**src/dma_config.svh**
```systemverilog
/* Build-time sizes and ID constants for the DMA copy engine.
   Include wherever a width, the queue depth or the ID words are needed. */

`ifndef DMA_CONFIG_SVH
`define DMA_CONFIG_SVH

// Data word width in bits
`define DMA_DATA_W 64

// Word address width, memory addresses wrap at this size
`define DMA_ADDR_W 16

// Length field width, counts words
`define DMA_LEN_W 16

// Descriptor slots in the queue
`define DMA_QUEUE_DEPTH 4

// Feature ID words returned by the register block
`define DMA_ID_L 64'h8d3b_51e2_0c47_a9f6
`define DMA_ID_H 64'h2f71_c6a0_94de_3b58

`endif

```
**src/dma_regs_pkg.sv**
```systemverilog
/* Register map of the DMA engine, shared by the register block and the testbench.
   Indices are AXI byte address bits 7 to 3. */

`default_nettype none

package dma_regs_pkg;

    // ==============================
    // Register indices
    // ==============================
    typedef enum logic [4:0] {
        REG_DFH        = 5'd0,
        REG_ID_L       = 5'd1,
        REG_ID_H       = 5'd2,
        REG_SRC        = 5'd3,
        REG_DEST       = 5'd4,
        REG_LEN        = 5'd5,
        REG_DESC_CTRL  = 5'd6,
        REG_STATUS     = 5'd7,
        REG_CONTROL    = 5'd8,
        REG_DONE_COUNT = 5'd9
    } dma_reg_e;

    // Status bits
    localparam int STAT_BUSY     = 0;
    localparam int STAT_EMPTY    = 1;
    localparam int STAT_FULL     = 2;
    localparam int STAT_OVERFLOW = 3;

    // Control bits, the clear bit is a strobe
    localparam int CTRL_RUN     = 0;
    localparam int CTRL_CLR_OVF = 1;

    // Descriptor control, go pushes the staged descriptor
    localparam int DESC_GO = 0;

    // Feature header: type 1 in [63:60], end of list in bit 40
    localparam logic [63:0] DFH_VALUE = 64'h1000_0100_0000_0000;

endpackage

`default_nettype wire

```
**src/dma_xfer_pkg.sv**
```systemverilog
/* Data, address and descriptor types used along the copy path.
   Imported by the queue user, controller, mover, top and testbench. */

`default_nettype none

package dma_xfer_pkg;

    `include "dma_config.svh"

    // One memory word
    typedef logic [`DMA_DATA_W-1:0] word_t;

    // Word address, not byte address
    typedef logic [`DMA_ADDR_W-1:0] addr_t;

    // Transfer length in words
    typedef logic [`DMA_LEN_W-1:0] len_t;

    // ==============================
    // Descriptor, 48 bits
    // ==============================
    typedef struct packed {
        addr_t src;
        addr_t dest;
        len_t  len;
    } dma_desc_t;

endpackage

`default_nettype wire

```
**src/dma_csr_regs.sv**
```systemverilog
/* AXI-lite register block: feature header, ID words, descriptor staging and status.
   One read and one write in flight at a time; a go write pushes the staged descriptor. */

`timescale 1ns/1ps
`default_nettype none

`include "dma_config.svh"

module dma_csr_regs
    import dma_regs_pkg::*, dma_xfer_pkg::*;
(
    input  logic        clk,
    input  logic        reset_n,
    // AXI-lite read
    input  logic        arvalid,
    output logic        arready,
    input  logic [7:0]  araddr,
    output logic        rvalid,
    input  logic        rready,
    output word_t       rdata,
    // AXI-lite write
    input  logic        awvalid,
    output logic        awready,
    input  logic [7:0]  awaddr,
    input  logic        wvalid,
    output logic        wready,
    input  word_t       wdata,
    output logic        bvalid,
    input  logic        bready,
    // Descriptor queue
    output logic        push,
    output dma_desc_t   push_data,
    input  logic        queue_empty,
    input  logic        queue_full,
    input  logic        queue_dropped,
    // Controller
    input  logic        busy,
    input  logic [31:0] done_count,
    output logic        run
);

    // Captured requests
    logic      ar_pend;
    dma_reg_e  ar_idx_q;
    logic      aw_pend;
    dma_reg_e  aw_idx_q;
    logic      w_pend;
    word_t     wdata_q;

    // Staged descriptor and sticky overflow
    addr_t     src_q;
    addr_t     dest_q;
    len_t      len_q;
    logic      ovf_q;

    word_t     rd_word;
    logic      is_csr_read;
    logic      is_csr_write;

    // Request held for one cycle, then answered
    assign is_csr_read  = ar_pend;
    assign is_csr_write = aw_pend && w_pend;

    // Not pipelined, ready only with nothing pending
    assign arready = !ar_pend && !rvalid;
    assign awready = !aw_pend && !bvalid;
    assign wready  = !w_pend && !bvalid;

    assign push_data = '{src: src_q, dest: dest_q, len: len_q};

    // ==============================
    // Read path
    // ==============================
    always_ff @(posedge clk) begin
        if (!reset_n) begin
            ar_pend <= 1'b0;
            rvalid  <= 1'b0;
        end else begin
            if (is_csr_read) begin
                ar_pend <= 1'b0;
                rvalid  <= 1'b1;
            end else if (arvalid && arready) begin
                ar_pend <= 1'b1;
            end
            // Response leaves once the host takes it
            if (!is_csr_read && rvalid && rready) begin
                rvalid <= 1'b0;
            end
        end
    end

    // Address and read data are payload
    always_ff @(posedge clk) begin
        if (arvalid && arready) begin
            ar_idx_q <= dma_reg_e'(araddr[7:3]);
        end
        if (is_csr_read) begin
            rdata <= rd_word;
        end
    end

    // Register read mux, unmapped indices read zero
    always_comb begin
        rd_word = '0;
        case (ar_idx_q)
            REG_DFH:        rd_word = DFH_VALUE;
            REG_ID_L:       rd_word = `DMA_ID_L;
            REG_ID_H:       rd_word = `DMA_ID_H;
            REG_SRC:        rd_word = word_t'(src_q);
            REG_DEST:       rd_word = word_t'(dest_q);
            REG_LEN:        rd_word = word_t'(len_q);
            REG_DESC_CTRL:  rd_word = '0;
            REG_STATUS: begin
                rd_word[STAT_BUSY]     = busy;
                rd_word[STAT_EMPTY]    = queue_empty;
                rd_word[STAT_FULL]     = queue_full;
                rd_word[STAT_OVERFLOW] = ovf_q;
            end
            REG_CONTROL:    rd_word[CTRL_RUN] = run;
            REG_DONE_COUNT: rd_word = word_t'(done_count);
            default:        rd_word = '0;
        endcase
    end

    // ==============================
    // Write path
    // ==============================
    always_ff @(posedge clk) begin
        if (!reset_n) begin
            aw_pend <= 1'b0;
            w_pend  <= 1'b0;
            bvalid  <= 1'b0;
        end else begin
            if (is_csr_write) begin
                aw_pend <= 1'b0;
                w_pend  <= 1'b0;
                bvalid  <= 1'b1;
            end else begin
                // Halves may arrive in either order
                if (awvalid && awready) begin
                    aw_pend <= 1'b1;
                end
                if (wvalid && wready) begin
                    w_pend <= 1'b1;
                end
                if (bvalid && bready) begin
                    bvalid <= 1'b0;
                end
            end
        end
    end

    always_ff @(posedge clk) begin
        if (awvalid && awready) begin
            aw_idx_q <= dma_reg_e'(awaddr[7:3]);
        end
        if (wvalid && wready) begin
            wdata_q <= wdata;
        end
    end

    // Decode writes into staged values, run and go
    always_ff @(posedge clk) begin
        if (!reset_n) begin
            src_q  <= '0;
            dest_q <= '0;
            len_q  <= '0;
            run    <= 1'b0;
            ovf_q  <= 1'b0;
            push   <= 1'b0;
        end else begin
            push <= is_csr_write && (aw_idx_q == REG_DESC_CTRL) && wdata_q[DESC_GO];
            if (is_csr_write) begin
                case (aw_idx_q)
                    REG_SRC:  src_q  <= addr_t'(wdata_q);
                    REG_DEST: dest_q <= addr_t'(wdata_q);
                    REG_LEN:  len_q  <= len_t'(wdata_q);
                    REG_CONTROL: begin
                        run <= wdata_q[CTRL_RUN];
                        if (wdata_q[CTRL_CLR_OVF]) begin
                            ovf_q <= 1'b0;
                        end
                    end
                    default: ;
                endcase
            end
            // A drop in the same cycle wins over the clear
            if (queue_dropped) begin
                ovf_q <= 1'b1;
            end
        end
    end

endmodule

`default_nettype wire

```
**src/dma_desc_queue.sv**
```systemverilog
/* Small synchronous FIFO with a type-parameter payload, head visible when not empty.
   Pushes into a full queue are discarded and flagged on dropped. */

`timescale 1ns/1ps
`default_nettype none

`include "dma_config.svh"

module dma_desc_queue
    import dma_xfer_pkg::*;
#(
    parameter type T     = dma_desc_t,
    parameter int  DEPTH = `DMA_QUEUE_DEPTH
) (
    input  logic clk,
    input  logic reset_n,
    input  logic push,
    input  T     push_data,
    input  logic pop,
    output T     pop_data,
    output logic empty,
    output logic full,
    output logic dropped
);

    localparam int PTR_W = (DEPTH > 1) ? $clog2(DEPTH) : 1;
    localparam int CNT_W = $clog2(DEPTH + 1);

    T                 slots [DEPTH];
    logic [PTR_W-1:0] wr_ptr;
    logic [PTR_W-1:0] rd_ptr;
    logic [CNT_W-1:0] count;
    logic             do_push;
    logic             do_pop;

    assign empty    = (count == '0);
    assign full     = (count == CNT_W'(DEPTH));
    assign do_push  = push && !full;
    assign do_pop   = pop && !empty;
    assign pop_data = slots[rd_ptr];

    // Storage, no reset on payload
    always_ff @(posedge clk) begin
        if (do_push) begin
            slots[wr_ptr] <= push_data;
        end
    end

    // ==============================
    // Pointers and occupancy
    // ==============================
    always_ff @(posedge clk) begin
        if (!reset_n) begin
            wr_ptr  <= '0;
            rd_ptr  <= '0;
            count   <= '0;
            dropped <= 1'b0;
        end else begin
            dropped <= push && full;
            if (do_push) begin
                // Wrap explicitly so any depth works
                wr_ptr <= (wr_ptr == PTR_W'(DEPTH - 1)) ? '0 : wr_ptr + 1'b1;
            end
            if (do_pop) begin
                rd_ptr <= (rd_ptr == PTR_W'(DEPTH - 1)) ? '0 : rd_ptr + 1'b1;
            end
            if (do_push && !do_pop) begin
                count <= count + 1'b1;
            end else if (do_pop && !do_push) begin
                count <= count - 1'b1;
            end
        end
    end

endmodule

`default_nettype wire

```
**src/dma_ctrl.sv**
```systemverilog
/* Descriptor controller: pops the queue while run is set and hands each descriptor
   to the word mover over a four-phase handshake; counts completed descriptors. */

`timescale 1ns/1ps
`default_nettype none

module dma_ctrl
    import dma_xfer_pkg::*;
(
    input  logic        clk,
    input  logic        reset_n,
    input  logic        run,
    input  logic        queue_empty,
    input  dma_desc_t   pop_data,
    input  logic        xfer_ack,
    output logic        pop,
    output logic        xfer_req,
    output dma_desc_t   xfer_desc,
    output logic        busy,
    output logic [31:0] done_count
);

    typedef enum logic [1:0] {
        ST_IDLE,
        ST_WAIT_ACK,
        ST_WAIT_REL
    } ctrl_state_e;

    ctrl_state_e state;
    logic        start;

    // Nothing open, run set and work queued
    assign start = (state == ST_IDLE) && run && !queue_empty;

    // Busy from the pop until the mover drops its ack
    assign busy = (state != ST_IDLE);

    // ==============================
    // Handshake FSM
    // ==============================
    always_ff @(posedge clk) begin
        if (!reset_n) begin
            state      <= ST_IDLE;
            pop        <= 1'b0;
            xfer_req   <= 1'b0;
            done_count <= '0;
        end else begin
            // Pop lasts one cycle
            pop <= 1'b0;
            case (state)
                ST_IDLE: begin
                    if (start) begin
                        pop      <= 1'b1;
                        xfer_req <= 1'b1;
                        state    <= ST_WAIT_ACK;
                    end
                end
                ST_WAIT_ACK: begin
                    // Mover finished all words
                    if (xfer_ack) begin
                        xfer_req   <= 1'b0;
                        done_count <= done_count + 1'b1;
                        state      <= ST_WAIT_REL;
                    end
                end
                ST_WAIT_REL: begin
                    if (!xfer_ack) begin
                        state <= ST_IDLE;
                    end
                end
                default: state <= ST_IDLE;
            endcase
        end
    end

    // Head descriptor held for the whole transfer
    always_ff @(posedge clk) begin
        if (start) begin
            xfer_desc <= pop_data;
        end
    end

endmodule

`default_nettype wire

```
**src/dma_word_mover.sv**
```systemverilog
/* Word copy datapath: reads each source word into a holding register, then writes it
   to the destination, every access a full four-phase cycle on the memory port. */

`timescale 1ns/1ps
`default_nettype none

module dma_word_mover
    import dma_xfer_pkg::*;
(
    input  logic      clk,
    input  logic      reset_n,
    input  logic      xfer_req,
    input  dma_desc_t xfer_desc,
    output logic      xfer_ack,
    output logic      mem_req,
    output logic      mem_we,
    output addr_t     mem_addr,
    output word_t     mem_wdata,
    input  logic      mem_ack,
    input  word_t     mem_rdata
);

    typedef enum logic [2:0] {
        ST_IDLE,
        ST_RD,
        ST_RD_REL,
        ST_WR,
        ST_WR_REL,
        ST_ACK
    } mover_state_e;

    mover_state_e state;
    len_t         idx;
    len_t         idx_nxt;
    word_t        hold_q;

    assign idx_nxt   = idx + len_t'(1);
    assign mem_wdata = hold_q;

    // ==============================
    // Copy FSM
    // ==============================
    always_ff @(posedge clk) begin
        if (!reset_n) begin
            state    <= ST_IDLE;
            idx      <= '0;
            xfer_ack <= 1'b0;
            mem_req  <= 1'b0;
            mem_we   <= 1'b0;
            mem_addr <= '0;
        end else begin
            case (state)
                ST_IDLE: begin
                    if (xfer_req && xfer_desc.len == '0) begin
                        // Nothing to copy, acknowledge at once
                        xfer_ack <= 1'b1;
                        state    <= ST_ACK;
                    end else if (xfer_req) begin
                        idx      <= '0;
                        mem_req  <= 1'b1;
                        mem_we   <= 1'b0;
                        mem_addr <= xfer_desc.src;
                        state    <= ST_RD;
                    end
                end
                ST_RD: begin
                    if (mem_ack) begin
                        mem_req <= 1'b0;
                        state   <= ST_RD_REL;
                    end
                end
                ST_RD_REL: begin
                    // Write only after the read ack is gone
                    if (!mem_ack) begin
                        mem_req  <= 1'b1;
                        mem_we   <= 1'b1;
                        mem_addr <= xfer_desc.dest + idx;
                        state    <= ST_WR;
                    end
                end
                ST_WR: begin
                    if (mem_ack) begin
                        mem_req <= 1'b0;
                        state   <= ST_WR_REL;
                    end
                end
                ST_WR_REL: begin
                    if (!mem_ack && idx_nxt == xfer_desc.len) begin
                        mem_we   <= 1'b0;
                        xfer_ack <= 1'b1;
                        state    <= ST_ACK;
                    end else if (!mem_ack) begin
                        // Next word, address wraps by truncation
                        idx      <= idx_nxt;
                        mem_req  <= 1'b1;
                        mem_we   <= 1'b0;
                        mem_addr <= xfer_desc.src + idx_nxt;
                        state    <= ST_RD;
                    end
                end
                ST_ACK: begin
                    if (!xfer_req) begin
                        xfer_ack <= 1'b0;
                        state    <= ST_IDLE;
                    end
                end
                default: state <= ST_IDLE;
            endcase
        end
    end

    // Read data captured while the ack is high
    always_ff @(posedge clk) begin
        if (state == ST_RD && mem_ack) begin
            hold_q <= mem_rdata;
        end
    end

endmodule

`default_nettype wire

```
**src/dma_top.sv**
```systemverilog
/* Top of the DMA copy engine: register block, descriptor queue, controller and mover.
   AXI-lite on one side, four-phase word memory port on the other. */

`timescale 1ns/1ps
`default_nettype none

module dma_top
    import dma_xfer_pkg::*;
(
    input  logic       clk,
    input  logic       reset_n,
    // AXI-lite
    input  logic       arvalid,
    output logic       arready,
    input  logic [7:0] araddr,
    output logic       rvalid,
    input  logic       rready,
    output word_t      rdata,
    input  logic       awvalid,
    output logic       awready,
    input  logic [7:0] awaddr,
    input  logic       wvalid,
    output logic       wready,
    input  word_t      wdata,
    output logic       bvalid,
    input  logic       bready,
    // Memory port
    output logic       mem_req,
    output logic       mem_we,
    output addr_t      mem_addr,
    output word_t      mem_wdata,
    input  logic       mem_ack,
    input  word_t      mem_rdata
);

    // Registers to queue
    logic        push;
    dma_desc_t   push_data;
    logic        queue_empty;
    logic        queue_full;
    logic        queue_dropped;

    // Queue and controller
    logic        pop;
    dma_desc_t   pop_data;
    logic        run;
    logic        busy;
    logic [31:0] done_count;

    // Controller to mover
    logic        xfer_req;
    logic        xfer_ack;
    dma_desc_t   xfer_desc;

    // ==============================
    // Blocks
    // ==============================
    dma_csr_regs u_csr_regs (
        .clk, .reset_n,
        .arvalid, .arready, .araddr, .rvalid, .rready, .rdata,
        .awvalid, .awready, .awaddr, .wvalid, .wready, .wdata, .bvalid, .bready,
        .push, .push_data, .queue_empty, .queue_full, .queue_dropped,
        .busy, .done_count, .run
    );

    dma_desc_queue #(.T(dma_desc_t)) u_desc_queue (
        .clk, .reset_n,
        .push, .push_data, .pop, .pop_data,
        .empty   (queue_empty),
        .full    (queue_full),
        .dropped (queue_dropped)
    );

    dma_ctrl u_ctrl (
        .clk, .reset_n, .run, .queue_empty, .pop_data, .xfer_ack,
        .pop, .xfer_req, .xfer_desc, .busy, .done_count
    );

    dma_word_mover u_word_mover (
        .clk, .reset_n, .xfer_req, .xfer_desc, .xfer_ack,
        .mem_req, .mem_we, .mem_addr, .mem_wdata, .mem_ack, .mem_rdata
    );

endmodule

`default_nettype wire

```
**config.mk**
```make
export PLATFORM = sky130hd
export DESIGN_NAME = dma_top
export DESIGN_NICKNAME = d
export VERILOG_FILES = /design/src/dma_regs_pkg.sv /design/src/dma_xfer_pkg.sv /design/src/dma_csr_regs.sv /design/src/dma_desc_queue.sv /design/src/dma_ctrl.sv /design/src/dma_word_mover.sv /design/src/dma_top.sv
export VERILOG_INCLUDE_DIRS = /design/src
export SDC_FILE = /design/constraint.sdc
export NUM_CORES = 1
export LEC_CHECK = 0
export BUFFER_PORTS_ARGS = -buffer_cell sky130_fd_sc_hd__buf_2
export CORE_UTILIZATION = 30
export CTS_CLUSTER_SIZE = 16
export DETAILED_ROUTE_END_ITERATION = 12
export SLEW_MARGIN = 0
export SYNTH_ARGS = -nofsm -noshare
export SYNTH_HDL_FRONTEND = slang
export SYNTH_HIERARCHICAL = 1
export SYNTH_SLANG_ARGS = --single-unit
```
**constraint.sdc**
```tcl
create_clock -name clk -period 5.9 [get_ports clk]
set_input_delay 0.59 -clock clk [delete_from_list [all_inputs] [get_ports clk]]
set_output_delay 0.59 -clock clk [all_outputs]
set_load 0.1 [all_outputs]
```
==> impl_metrics.ini <==
[drt]
wire_per_inst_um = 19.0
ant_nets = 0
vias = 13800
wirelength_um = 53000
drc = 0
drtIter0Drc = 1070
viasPerCell = 4.95
dr.pass1.iters = 5

[run]
drv_cap = 0

[global_routing]
track_usage = 0.143
grt_pass1_wl_um = 81600
antenna_found_initial = 0
grt_overflow = 0
grt_max_degree = 65
grt_pass1_vias = 13700

[finish]
fillers = 6805
seqCellArea_um2 = 13800
antennaDiodeCount = 0
layout-drive-gt1-share = 0.235
area_growth_pct = 17.8
mostFrequentLayoutCells = edfxtp_1 (367), buf_2 (238), dfxtp_1 (137), nand2_1 (108), nor2_1 (84)
final_common_cell = edfxtp_1
post-route-util = 0.360
nets = 2005
multi_input_area_um2 = 7030

[timing]
relSlewSlack = 0.218
hold_viol_final = 0
period_share = 0.731
finClkSkew_ns = 0.0688
fin_crit_ns = 4.31
tns_ns = 0
rsz0062_at_grt = false
slew_violations = 0
finalSetupViolCount = 0
setup_ws_ns = 1.59
fmax_ghz = 0.232
tightest_slew_ns = 1.17

[placed_design]
post-dp-hpwl_um = 36000
dp_slack_ns = 1.71
io_buffers = 239
gp_congestion = 0.862

[yosys]
synth_area_um2 = 21500
synth_compound_area_frac = 0.0879
synthMuxAreaShare = 0.0608
synth_fa_ha_area_frac = 0.0266
synthFlopType = edfxtp_1
avgSynthCellArea_um2 = 13.5
synth-simple-area-share = 0.116
synth_cells = 1590
yosysSeqAreaShare = 0.642
async_flop_share = 0
synth_top_family_by_area = simple AND/OR/NAND/NOR gates
synth_cell_type_count = 91
synth-seq-cells = 507
synth_edf_count = 367
yosysWarnings = 6
synthXorXnorAreaFrac = 0.0324

[cts]
cts.sinks = 507
holdBufCountCts = 0
numCtsBuffers = 54
cts_setup_buffers = 0
cts_htree_levels = 2
cts.clk_slew.worst_paths_ns = 0.06
root_buffer = clkbuf_16
cts_tree = yes
worstSkewPairLatency_ns = 0.64
clockBufferDepth = 3
cts_resized = 0

[die]
num_io_pins = 303
die_area_um2 = 72800
coreArea_um2 = 70500
initial_core_util = 0.305
die_h_um = 270
die_w_um = 270
fp-row-count = 97

[worst_hold_path]
holdPathEnd = u_csr_regs/aw_idx_q[4]
hold_class = in -> reg
hp-start = awaddr[7]
whs_path_depth = 1

[critical_path]
rrSetupSlack_ns = 1.59
r2r-end = u_word_mover/mem_addr[14]
worst-setup-path-type = reg -> reg
r2r_start = u_word_mover/idx[1]
endpoint_kind = flop
critPathMaxFanout = 9
cp_data_arrival_time_ns = 4.75
crit_path_start_kind = flop
crit_required_ns = 6.34
reg2regPathDepth = 13

[power_and_ir_drop]
ir_worst_vdd_mv = 0.278
power_density_nw_per_um2 = 303
leakagePower_nw = 9.05

[run_status]
outcome = finished, final reports clean
-- worst max-delay path by stage --
stage | cells after the start | to | from
2_1_floorplan | 2 | u_word_mover/mem_wdata[0] | mem_ack
3_3_place_gp | 13 | u_word_mover/mem_addr[14] | u_word_mover/idx[0]
3_5_place_dp | 13 | u_word_mover/mem_addr[14] | u_word_mover/idx[1]
4_1_cts | 13 | u_word_mover/mem_addr[14] | u_word_mover/idx[1]
5_1_grt | 13 | u_word_mover/mem_addr[14] | u_word_mover/idx[1]
6_report | 13 | u_word_mover/mem_addr[14] | u_word_mover/idx[1]
-- worst max-delay path, cell delays in order (launching register included) --
cell and delay, ns:
dfxtp_1 0.56, ha_1 0.39, nand3_1 0.26, nor4_1 0.71, xnor2_1 0.25, ha_1 0.42, and3_1 0.23, nand3_1 0.10
a21oi_1 0.06, nor4_1 0.49, a21oi_1 0.16, xor2_1 0.17, a221oi_1 0.27, a21oi_1 0.11
-- cell usage after synthesis (4+ instances only) --
cell type	instances	area, um2
mux4_2	48	1080
and2_1	27	169
a311oi_1	4	35.0
nand2b_1	16	100
edfxtp_1	367	11000
nor3b_1	6	45.0
o21a_1	11	82.6
buf_4	31	233
a31oi_1	8	50.1
nand4_1	20	125
dfxtp_1	140	2800
a22oi_1	25	188
inv_1	37	139
nand2_1	108	405
buf_6	7	78.8
xnor2_1	40	350
ha_1	41	513
nor4_1	13	81.3
nand3_1	83	415
or2_2	4	25.0
buf_1	4	15.0
a21boi_0	6	45.0
a221oi_1	8	70.1
nand3b_1	4	30.0
or3_1	14	87.6
mux2_2	6	67.6
clkbuf_1	38	143
nor3_1	25	125
mux2i_1	13	130
o211ai_1	8	60.1
nor2_1	84	315
buf_2	17	85.1
a211oi_1	12	90.1
nor2b_1	20	125
a2111oi_0	5	43.8
xor2_1	32	280
o21ai_0	83	415
and3_1	9	56.3
o22ai_1	5	31.3
a21o_1	18	135
a21oi_1	53	265
o31ai_1	9	67.6
-- state kept, by name (all words and copies together), names as in the netlist, 32 cells and up, named ones only --
signal / cells
u_ctrl/xfer_desc: 48
u_ctrl/done_count: 32
u_word_mover/mem_wdata: 64
u_desc_queue/slots: 192
u_csr_regs/rdata: 37
-- layer usage --
layer / up-vias / routed length, um / global-route usage
li1: 6443 / - / -
met1: 6881 / 25000 / 0.203
met2: 432 / 24200 / 0.225
met3: 73 / 2940 / 0.0245
met4: 0 / 921 / 0.0362
met5: - / 0 / 0
-- through the flow --
| step | total power [mW] | instance area [um2] | std cells | hold WS, ns |
|---|---|---|---|---|
| final | 7.69 | 25400 | 2794 | 0.124 |
| after global placement | 4.22 | 23500 | 2693 | 0.455 |
| after CTS | 7.77 | 25400 | 2794 | 0.0895 |
| after floorplan | 4.15 | 21600 | 1598 | 0.433 |
| after detailed placement | 4.23 | 23500 | 2693 | 0.468 |
| after global routing | 7.93 | 25400 | 2794 | 0.102 |
-- layout make-up --
cell class | count | area share
Clock inverter | 38 | 0.0188
Tap cell | 940 | 0.0464
Timing Repair Buffer | 253 | 0.0514
Multi-Input combinational cell | 955 | 0.277
Inverter | 38 | 0.00563
Sequential cell | 507 | 0.545
Clock buffer | 63 | 0.0550
-- kinds of logic after synthesis --
group	count (synthesis)
flops	507
simple gates	470
compound gates	288
buf+inv	136
xor+xnor	75
mux	69
fa+ha+maj	44
other cells	1
-- where the power goes --
part | switching [mW] | total [mW] | internal [mW] | leakage [nW]
logic | 0.242 | 0.295 | 0.0531 | 3.52
clock network | 1.47 | 3.54 | 2.07 | 0.898
registers | 0.0367 | 3.85 | 3.82 | 4.63
Power figures use the tool's default switching activity.
